===== src/logic/ice_pkg.sv =====
package ice_pkg;

	// Bus devices that can hold response frames
	localparam int NUM_DEV = 2;

	// Width of one link character
	localparam int CHAR_W = 8;

	// Device buffer address width
	localparam int BUF_AW = 9;

	// Device buffer entry width
	// Top bit flags the last entry of a frame
	localparam int BUF_DW = 9;

	// First character of an immediate NAK frame
	localparam logic [CHAR_W-1:0] NAK_CHAR = 8'h15;

	// Address and event id precede the length character
	localparam int RX_HDR_LEN = 2;

endpackage


===== src/logic/ice_bus_controller.sv =====
`timescale 1ns/1ns

module ice_bus_controller
	import ice_pkg::*;
(
	input  logic               clk,
	input  logic               rst,
	// Receive link
	input  logic [CHAR_W-1:0]  rx_char,
	input  logic               rx_char_valid,
	// Transmit link
	output logic [CHAR_W-1:0]  tx_char,
	output logic               tx_char_valid,
	input  logic               tx_char_ready,
	// Master bus
	output logic [CHAR_W-1:0]  ma_addr,
	output logic [CHAR_W-1:0]  ma_data,
	output logic               ma_data_valid,
	output logic               ma_frame_valid,
	input  logic               sl_overflow,
	// Device buffers
	input  logic [NUM_DEV-1:0] sl_arb_request,
	output logic [NUM_DEV-1:0] sl_arb_grant,
	input  logic [BUF_AW-1:0]  sl_tail,
	input  logic [BUF_DW-1:0]  sl_data,
	output logic [BUF_AW-1:0]  sl_addr,
	output logic               sl_latch_tail
);

	logic              nak_req;
	logic [CHAR_W-1:0] nak_evt_id;
	logic [CHAR_W-1:0] rd_char;
	logic              rd_char_valid;
	logic              rd_take;
	logic              start_ok;

	ice_rx_parser u_rx_parser (
		.clk            (clk),
		.rst            (rst),
		.rx_char        (rx_char),
		.rx_char_valid  (rx_char_valid),
		.sl_overflow    (sl_overflow),
		.ma_addr        (ma_addr),
		.ma_data        (ma_data),
		.ma_data_valid  (ma_data_valid),
		.ma_frame_valid (ma_frame_valid),
		.nak_req        (nak_req),
		.nak_evt_id     (nak_evt_id)
	);

	ice_tx_reader u_tx_reader (
		.clk            (clk),
		.rst            (rst),
		.sl_arb_request (sl_arb_request),
		.sl_tail        (sl_tail),
		.sl_data        (sl_data),
		.rd_take        (rd_take),
		.start_ok       (start_ok),
		.sl_arb_grant   (sl_arb_grant),
		.sl_addr        (sl_addr),
		.sl_latch_tail  (sl_latch_tail),
		.rd_char        (rd_char),
		.rd_char_valid  (rd_char_valid)
	);

	// NAK frames and reader frames share the transmit port
	ice_tx_merge u_tx_merge (
		.clk           (clk),
		.rst           (rst),
		.nak_req       (nak_req),
		.nak_evt_id    (nak_evt_id),
		.rd_char       (rd_char),
		.rd_char_valid (rd_char_valid),
		.tx_char_ready (tx_char_ready),
		.tx_char       (tx_char),
		.tx_char_valid (tx_char_valid),
		.rd_take       (rd_take),
		.start_ok      (start_ok)
	);

endmodule


===== src/logic/ice_rx_parser.sv =====
`timescale 1ns/1ns

module ice_rx_parser
	import ice_pkg::*;
(
	input  logic              clk,
	input  logic              rst,
	input  logic [CHAR_W-1:0] rx_char,
	input  logic              rx_char_valid,
	input  logic              sl_overflow,
	output logic [CHAR_W-1:0] ma_addr,
	output logic [CHAR_W-1:0] ma_data,
	output logic              ma_data_valid,
	output logic              ma_frame_valid,
	output logic              nak_req,
	output logic [CHAR_W-1:0] nak_evt_id
);

	typedef enum logic [2:0] {
		RX_IDLE,
		RX_EVT,
		RX_LEN,
		RX_PAYLOAD,
		RX_DISCARD
	} rx_state_t;

	rx_state_t state;
	rx_state_t next_state;
	logic [CHAR_W-1:0] evt_id;
	logic [CHAR_W-1:0] pyld_len;
	logic [CHAR_W-1:0] pyld_cnt;
	logic in_payload;
	logic last_char;

	// Master bus data is the raw receive character
	assign ma_data = rx_char;
	assign ma_frame_valid = rx_char_valid;
	assign ma_data_valid = rx_char_valid &&
		(state == RX_EVT || state == RX_LEN || state == RX_PAYLOAD);
	assign nak_evt_id = evt_id;

	assign in_payload = (state == RX_PAYLOAD) || (state == RX_DISCARD);
	// Character now on rx_char closes the payload
	assign last_char = (pyld_cnt + 1'b1 == pyld_len);

	always_comb begin
		next_state = state;
		case (state)
			RX_IDLE: begin
				if (rx_char_valid)
					next_state = RX_EVT;
			end
			RX_EVT: begin
				if (rx_char_valid)
					next_state = RX_LEN;
			end
			RX_LEN: begin
				// Zero length ends the frame right here
				if (rx_char_valid)
					next_state = (rx_char == '0) ? RX_IDLE : RX_PAYLOAD;
			end
			RX_PAYLOAD: begin
				if (rx_char_valid && last_char)
					next_state = RX_IDLE;
				else if (sl_overflow)
					next_state = RX_DISCARD;
			end
			RX_DISCARD: begin
				// Swallow the rest of the payload
				if (rx_char_valid && last_char)
					next_state = RX_IDLE;
			end
			default: begin
				next_state = RX_IDLE;
			end
		endcase
	end

	always_ff @(posedge clk) begin
		if (rst) begin
			state <= RX_IDLE;
			pyld_cnt <= '0;
			nak_req <= 1'b0;
		end else begin
			state <= next_state;
			// One NAK per overflowed frame, a cycle after the device flags it
			nak_req <= (state == RX_PAYLOAD) && sl_overflow;
			if (state == RX_LEN)
				pyld_cnt <= '0;
			else if (rx_char_valid && in_payload)
				pyld_cnt <= pyld_cnt + 1'b1;
		end
	end

	// Header fields of the frame in flight
	always_ff @(posedge clk) begin
		if (rx_char_valid) begin
			case (state)
				RX_IDLE:
					ma_addr <= rx_char;
				RX_EVT:
					evt_id <= rx_char;
				RX_LEN:
					pyld_len <= rx_char;
				default: begin
				end
			endcase
		end
	end

endmodule


===== src/logic/ice_tx_merge.sv =====
`timescale 1ns/1ns

module ice_tx_merge
	import ice_pkg::*;
(
	input  logic              clk,
	input  logic              rst,
	input  logic              nak_req,
	input  logic [CHAR_W-1:0] nak_evt_id,
	input  logic [CHAR_W-1:0] rd_char,
	input  logic              rd_char_valid,
	input  logic              tx_char_ready,
	output logic [CHAR_W-1:0] tx_char,
	output logic              tx_char_valid,
	output logic              rd_take,
	output logic              start_ok
);

	logic nak_pend;
	logic nak_second;
	logic nak_first;
	logic in_frame;
	logic [CHAR_W-1:0] nak_id;
	logic [CHAR_W-1:0] send_id;

	// NAK may only start between reader frames
	assign nak_first = nak_pend && !in_frame && !nak_second;
	assign start_ok = !nak_pend && !nak_second;

	always_comb begin
		if (nak_second)
			tx_char = send_id;
		else if (nak_first)
			tx_char = NAK_CHAR;
		else
			tx_char = rd_char;
	end

	// Push only while the link is ready
	assign tx_char_valid = tx_char_ready && (nak_first || nak_second || rd_char_valid);
	assign rd_take = tx_char_ready && rd_char_valid && !nak_first && !nak_second;

	always_ff @(posedge clk) begin
		if (rst) begin
			nak_pend <= 1'b0;
			nak_second <= 1'b0;
			in_frame <= 1'b0;
		end else begin
			if (nak_req)
				nak_pend <= 1'b1;
			else if (nak_first && tx_char_ready)
				nak_pend <= 1'b0;
			if (nak_first && tx_char_ready)
				nak_second <= 1'b1;
			else if (nak_second && tx_char_ready)
				nak_second <= 1'b0;
			// Reader keeps valid high through a whole frame
			if (!rd_char_valid)
				in_frame <= 1'b0;
			else if (rd_take)
				in_frame <= 1'b1;
		end
	end

	// A later overflow overwrites the pending id, not the one on the wire
	always_ff @(posedge clk) begin
		if (nak_req)
			nak_id <= nak_evt_id;
		if (nak_first && tx_char_ready)
			send_id <= nak_id;
	end

endmodule


===== src/logic/ice_tx_reader.sv =====
`timescale 1ns/1ns

module ice_tx_reader
	import ice_pkg::*;
(
	input  logic               clk,
	input  logic               rst,
	input  logic [NUM_DEV-1:0] sl_arb_request,
	input  logic [BUF_AW-1:0]  sl_tail,
	input  logic [BUF_DW-1:0]  sl_data,
	input  logic               rd_take,
	input  logic               start_ok,
	output logic [NUM_DEV-1:0] sl_arb_grant,
	output logic [BUF_AW-1:0]  sl_addr,
	output logic               sl_latch_tail,
	output logic [CHAR_W-1:0]  rd_char,
	output logic               rd_char_valid
);

	typedef enum logic [2:0] {
		TX_IDLE,
		TX_SCAN,
		TX_FETCH,
		TX_HDR,
		TX_BODY
	} tx_state_t;

	tx_state_t state;
	logic granted;
	logic frame_done;
	logic last_entry;
	logic hdr_last;
	logic [BUF_AW-1:0] offset;
	logic [BUF_AW-1:0] end_off;
	logic [BUF_AW-1:0] pyld_cnt;
	logic [CHAR_W-1:0] char_q;

	priority_select u_arb (
		.clk           (clk),
		.rst           (rst),
		.requests      (sl_arb_request),
		.release_grant (frame_done),
		.grants        (sl_arb_grant),
		.granted       (granted)
	);

	// Buffer address runs relative to the granted device's tail
	assign sl_addr = sl_tail + offset;

	assign last_entry = sl_data[BUF_DW-1];
	// Entries past the header are the payload
	assign pyld_cnt = end_off - BUF_AW'(RX_HDR_LEN);
	// Last header character is on offer once offset reaches the length slot
	assign hdr_last = (offset == BUF_AW'(RX_HDR_LEN));

	assign rd_char = char_q;
	assign rd_char_valid = (state == TX_HDR) || (state == TX_BODY);

	// When the last character leaves, offset already sits one past the frame
	assign frame_done = (state == TX_BODY) && rd_take && (offset == end_off);
	assign sl_latch_tail = frame_done;

	always_ff @(posedge clk) begin
		if (rst) begin
			state <= TX_IDLE;
			offset <= '0;
		end else begin
			case (state)
				TX_IDLE: begin
					offset <= '0;
					if (granted && start_ok)
						state <= TX_SCAN;
				end
				TX_SCAN: begin
					// One entry per cycle until the end mark
					if (last_entry) begin
						offset <= '0;
						state <= TX_FETCH;
					end else begin
						offset <= offset + 1'b1;
					end
				end
				TX_FETCH: begin
					offset <= offset + 1'b1;
					state <= TX_HDR;
				end
				TX_HDR: begin
					if (rd_take) begin
						if (hdr_last)
							state <= TX_BODY;
						else
							offset <= offset + 1'b1;
					end
				end
				TX_BODY: begin
					if (rd_take) begin
						if (offset == end_off)
							state <= TX_IDLE;
						else
							offset <= offset + 1'b1;
					end
				end
				default: begin
					state <= TX_IDLE;
				end
			endcase
		end
	end

	// Offered character is fetched one entry ahead of the send
	always_ff @(posedge clk) begin
		if (state == TX_SCAN && last_entry)
			end_off <= offset + 1'b1;
		if (state == TX_FETCH) begin
			char_q <= sl_data[CHAR_W-1:0];
		end else if (rd_take) begin
			if (state == TX_HDR && hdr_last)
				char_q <= pyld_cnt[CHAR_W-1:0];
			else
				char_q <= sl_data[CHAR_W-1:0];
		end
	end

endmodule


===== src/logic/priority_select.sv =====
`timescale 1ns/1ns

module priority_select
	import ice_pkg::*;
(
	input  logic               clk,
	input  logic               rst,
	input  logic [NUM_DEV-1:0] requests,
	input  logic               release_grant,
	output logic [NUM_DEV-1:0] grants,
	output logic               granted
);

	logic [NUM_DEV-1:0] lowest;

	// Lowest-index active request
	// Two's complement isolates the lowest set bit
	assign lowest = requests & (~requests + 1'b1);

	assign granted = |grants;

	// Grant stays put until the owner lets go
	always_ff @(posedge clk) begin
		if (rst) begin
			grants <= '0;
		end else if (release_grant) begin
			grants <= '0;
		end else if (!granted) begin
			grants <= lowest;
		end
	end

endmodule


===== config.mk =====
export PLATFORM = sky130hd
export DESIGN_NAME = ice_bus_controller
export DESIGN_NICKNAME = d
export VERILOG_FILES = /design/src/logic/ice_pkg.sv /design/src/logic/ice_bus_controller.sv /design/src/logic/ice_rx_parser.sv /design/src/logic/ice_tx_merge.sv /design/src/logic/ice_tx_reader.sv /design/src/logic/priority_select.sv
export SDC_FILE = /design/constraint.sdc
export NUM_CORES = 1
export LEC_CHECK = 0
export BUFFER_PORTS_ARGS = -buffer_cell sky130_fd_sc_hd__buf_2
export CAP_MARGIN = 15
export CORE_AREA = 2 2 123 125
export CTS_CLUSTER_DIAMETER = 40
export DETAILED_ROUTE_END_ITERATION = 8
export DIE_AREA = 0 0 125 127
export GPL_TIMING_DRIVEN = 0
export SYNTH_ARGS = -nofsm -noshare
export SYNTH_HDL_FRONTEND = slang
export SYNTH_SLANG_ARGS = --single-unit

===== constraint.sdc =====
create_clock -name clk -period 3.15 [get_ports clk]
set_clock_uncertainty 0.1 [all_clocks]
set_input_delay 0.315 -clock clk [delete_from_list [all_inputs] [get_ports clk]]
set_output_delay 0.315 -clock clk [all_outputs]
set_load 0.02 [all_outputs]

==> Word level (Yosys, flattened, before mapping) <==
Cells that the tools add are included.
{ "totals": {"ff_bits": 86, "input_bits": 33, "word_cells": 123} }
{ "classes": {"addsub": 5, "n_eq_ne": 24, "mux": 30, "n_bitwise": 3, "n_reduce_logical": 45} }
{ "ops": {"columns": ["operator", "count"], "rows": [
  ["$mux W9", 5],
  ["$pmux W9 S5", 1],
  ["$mux W8", 5],
  ["$mux W3", 12],
  ["$pmux W3 S5", 2],
  ["$logic_and A1 B1 Y1", 18],
  ["$ne A2 B2 Y1 const B", 8],
  ["$eq A3 B2 Y1 const B", 4],
  ["$reduce_and A5 Y1", 2],
  ["$add A9 B1 Y9 const B", 1],
  ["$add A9 B9 Y9", 1],
  ["$eq A9 B2 Y1 const B", 1],
  ["$eq A9 B9 Y1", 1],
  ["$add A8 B1 Y8 const B", 1],
  ["$eq A8 B8 Y1", 1],
  ["$logic_not A8 Y1", 1],
  ["$ne A2 B1 Y1 const B", 4],
  ["$reduce_or A2 Y1", 4],
  ["$sub A8 B2 Y8 const B", 1],
  ["$eq A3 B1 Y1 const B", 2],
  ["$eq A3 B3 Y1 const B", 2],
  ["$logic_not A3 Y1", 2],
  ["$logic_or A1 B1 Y1", 6],
  ["$reduce_and A2 Y1", 3],
  ["other kinds (11)", 19]
]} }

==> Depth between registers and ports, before layout <==
{ "logic_depth": {"word_depth": 9, "mapped_depth": 9, "ltp_nobuf": 9} }

==> By module <==
Synthesis repeated with hierarchy kept, for this count alone.
{ "unflattened": {"hier_cells": 409, "area_unflattened_um2": 4529.3} }
{ "by_module_without_submodules": {"columns": ["module", "instances", "cells_each", "area_each_um2", "seq_area_each_um2"], "rows": [
  ["ice_tx_reader", 1, 210, 2018.2, 750.7],
  ["ice_rx_parser", 1, 134, 1622.8, 960.9],
  ["ice_tx_merge", 1, 57, 804.5, 540.5],
  ["priority_select", 1, 8, 83.8, 40.0]
]} }

==> Worst setup path after synthesis <==
No wires, ideal clock.
{ "synth_path": {"path_type": "flip-flop to output port", "startpoint": "register u_tx_reader.offset[0]", "endpoint": "output sl_addr[6]", "arrival_ps": 1999, "required_ps": 2735, "setup_slack_ps": 736, "path_stages_with_launch": 10, "cell_sequence": "dfxtp_1 ha_1 inv_1 fa_1 nor2b_1 o21ai_1 a21boi_1 o21ai_1 nor2b_1 xnor2_1"} }
{ "synth_via": {"elab_chain_cells": 1} }
{ "synth_lines": {"columns": ["item", "line_no", "rtl"], "rows": [
  ["start: declaration", "ice_tx_reader.sv:33", "logic [BUF_AW-1:0] offset;"],
  ["start signal: assignment", "ice_tx_reader.sv:80", "offset <= offset + 1'b1;"],
  ["start signal: assignment", "ice_tx_reader.sv:84", "offset <= offset + 1'b1;"],
  ["start signal: assignment", "ice_tx_reader.sv:92", "offset <= offset + 1'b1;"],
  ["$add A9 B9 Y9", "ice_tx_reader.sv:48", "assign sl_addr = sl_tail + offset;"],
  ["end: declaration", "ice_bus_controller.sv:26", "output logic [BUF_AW-1:0] sl_addr,"]
]} }
No other way between the ends.

==> Worst setup path after layout <==
{ "layout_path": {"startpoint": "register u_tx_reader.offset[0]", "endpoint": "output sl_addr[8]"} }
Same word-level chain as after synthesis.

==> flow_metrics.env <==
export IMPL_intPower_mw=1.92
export IMPL_gp_congestion=0.803
export IMPL_slowest_delay_ns=0.43
export IMPL_p_clk_share_pct=37.0
export IMPL_layout_commonest_cell="buf_2"
export IMPL_whs_ns=0.121
export IMPL_grt_setup_unrepaired="no"
export IMPL_dieWidth_um=125
export IMPL_required_ns=2.73
export IMPL_die_area_um2=15900
export IMPL_final_hold_viol_count=0
export IMPL_cp_start_kind="register"
export IMPL_place_area_um2=4860
export IMPL_ir_drop_mv=0.210
export IMPL_drc=0
export IMPL_yosysTopAreaCell="edfxtp_1"
export IMPL_synth_nets=441
export IMPL_syn_area_per_cell_um2=10.8
export IMPL_seq_area_um2=2290
export IMPL_power_density_nw_per_um2=504
export IMPL_num_vias=3141
export IMPL_p_leak_nw=2.10
export IMPL_finalPower_mw=2.59
export IMPL_fin_crit_sh_pct=90.2
export IMPL_clkSinkCount=86
export IMPL_nNetsFinal=523
export IMPL_tritoncts="yes"
export IMPL_synth_distinct_cells=55
export IMPL_postRouteWirelength_mm=8.99
export IMPL_criticalPathCategory="register to primary output"
export IMPL_synthesis_area_um2=4280
export IMPL_clkLatencyLatePin_ns=0.34
export IMPL_status="completed"
export IMPL_p_comb_share_pct=13.1
export IMPL_drive_gt1_share_pct=22.0
export IMPL_area_growth_pct=20.0
export IMPL_min_period_ns=2.84
export IMPL_power_switching_share_pct=25.7
export IMPL_max_slew_margin_pct=49.4
export IMPL_power_frac_seq_pct=49.9
export IMPL_cts_htree_levels=3
export IMPL_wl_per_cell_um=13.5
export IMPL_ant_nets=0
export IMPL_cts_made_buffers=9
export IMPL_worst_slew_pin_slew_ns=0.756
export IMPL_synth_edf_count=57
export IMPL_hpwl_mm=6.80
export IMPL_ctsHoldBuffers=0
export IMPL_layoutNonFillerInstCount=666
export IMPL_start_util_pct=29.7
export IMPL_final_cell_mix="buf_2, edfxtp_1, nor2_1"
export IMPL_clockBufferDepth=2
export IMPL_p_sw_mw=0.664
export IMPL_crit_family="adder cells"
export IMPL_cp_slowest_cell="dfxtp_2"
export IMPL_hp_class="input port to register"
export IMPL_maxCapViolations=0
export IMPL_worstPathMaxFanout=8
export IMPL_num_rows=44
export IMPL_crit_top_cell="o21ai_1"
export IMPL_n_antenna_cell=0
export IMPL_setup_ws_ns=0.310
export IMPL_async_flop_share_pct=0
export IMPL_yosys_warnings=0
export IMPL_grt_pass1_wl_mm=15.1
export IMPL_slew_viol_final=0
export IMPL_pre_cts_ws_ns=0.516
export IMPL_dp_cells=649
export IMPL_setup_viol=0
export IMPL_first_pass_iters=5
export IMPL_grt_pass1_vias=3031
export IMPL_overflow=0
export IMPL_cp_end_kind="primary output"
export IMPL_crit_arrival_ns=2.43
export IMPL_multiInputGateArea_um2=1800
export IMPL_io_pins=72
export IMPL_coreArea_um2=14400
export IMPL_path_cells="ha_1 -> inv_1 -> fa_1 -> nor2b_1 -> o21ai_1 -> a21boi_1 -> o21ai_1 -> a21oi_1 -> xnor2_1 -> buf_2"
export IMPL_yosysSeqAreaShare_pct=53.5
export IMPL_cts_setup_buffers=0
export IMPL_vias_per_cell=4.72
export IMPL_path_clk_slew_ns=0.06
export IMPL_synthTopCellsByArea="edfxtp_1, dfxtp_1, xnor2_1"
export IMPL_io_buffers=70
export IMPL_grt_usage_pct=11.9
export IMPL_clock_fmax_ghz=0.352
export IMPL_root_buffer="clkbuf_16"
export IMPL_fp_dieH_um=127
export IMPL_ys_ff_latch=86
export IMPL_grt_max_degree=15
export IMPL_antenna_found_initial=1
export IMPL_fin_util_pct=35.6
export IMPL_crit_buf_inv=2
export IMPL_tns_ns=0
export IMPL_nFillCells=1434
export IMPL_synth_top_area_share_pct=40.0
export IMPL_syn_instance_count=395
export IMPL_synthFlopType="edfxtp_1"
export IMPL_drt_iter0_markers=122
export IMPL_design_area_um2=5140
## layout make-up
type                       count  share of cell area (%)
clock inverter                 6                   0.755
multi-input combinational    270                    35.0
sequential                    86                    44.6
inverter                      15                    1.10
tap                          184                    4.48
clock buffer                  10                    4.46
timing repair buffer          71                    6.96
buffer                        24                    2.58
## timing repair
| item | CTS | global route |
|---|---|---|
| hold endpoints to repair | 0 | 0 |
| gates resized for setup | 0 | 1 |
| endpoints found under the setup margin | 0 | 1 |
## synthesized netlist by cell type, drive strengths merged, types with 7 or more instances
| cell type | count |
|---|---|
| edfxtp | 57 |
| nor2 | 33 |
| nand2 | 32 |
| dfxtp | 29 |
| a21oi | 21 |
| xnor2 | 19 |
| xor2 | 19 |
| nor3 | 16 |
| o21ai | 16 |
| inv | 15 |
| nand2b | 15 |
| clkbuf | 13 |
| ha | 12 |
| buf | 11 |
| a21o | 7 |
| nor2b | 7 |
## worst reg2reg max path, cell delays in order (launching register included)
cell,delay (ns)
dfxtp_1,0.51
ha_1,0.22
nor4b_2,0.34
a2111o_1,0.23
a31oi_1,0.10
a211oi_2,0.62
a21o_1,0.21
## worst paths after layout
path                                             from                   endpoint  slack, ns  cells past startpoint
worst min register to register   u_tx_merge.nak_id[5]      u_tx_merge.send_id[5]       0.32                      0
worst min-delay path                       rx_char[4]  u_rx_parser.nak_evt_id[4]       0.12                      1
worst max-delay path            u_tx_reader.offset[0]                 sl_addr[8]       0.31                     10
worst max register to register  u_tx_reader.offset[1]      u_tx_reader.offset[2]       0.76                      6
## power by group through the flow
stage / Combinational [mW] / Clock [mW] / Sequential [mW]
detailed placement: 0.338 / 0 / 1.32
global placement: 0.332 / 0 / 1.31
floorplan: 0.219 / 0 / 1.32
global route: 0.378 / 1.03 / 1.30
finish: 0.340 / 0.956 / 1.29
CTS: 0.340 / 0.986 / 1.29
## routing by layer
layer	vias up	global-route usage (%)	routed length, µm
met4	2	5.23	217
li1	1566	-	-
met1	1499	16.1	4330
met5	-	0	12
met3	16	3.10	382
met2	58	18.0	4040
## state kept, by name, indices dropped and copies added, names as in the netlist, 2 cells and up
| register | cells |
|---|---|
| u_tx_reader.end_off | 9 |
| u_tx_reader.offset | 9 |
| u_rx_parser.ma_addr | 8 |
| u_rx_parser.nak_evt_id | 8 |
| u_rx_parser.pyld_cnt | 8 |
| u_rx_parser.pyld_len | 8 |
| u_tx_merge.nak_id | 8 |
| u_tx_merge.send_id | 8 |
| u_tx_reader.rd_char | 8 |
| u_rx_parser.state | 3 |
| u_tx_reader.state | 3 |
| u_tx_reader.u_arb.grants | 2 |
## logic make-up after synthesis
logic type / after synthesis / share of synthesized area (%)
multiplexers: 2 / 0.497
XOR/XNOR: 38 / 7.77
flip-flops: 86 / 53.5
adder cells (fa/ha/maj): 13 / 3.97
AO/OA/AOI/OAI: 75 / 12.5
AND/OR/NAND/NOR: 142 / 17.3
buffers and inverters: 39 / 4.41
Power figures use the tool's default switching activity.
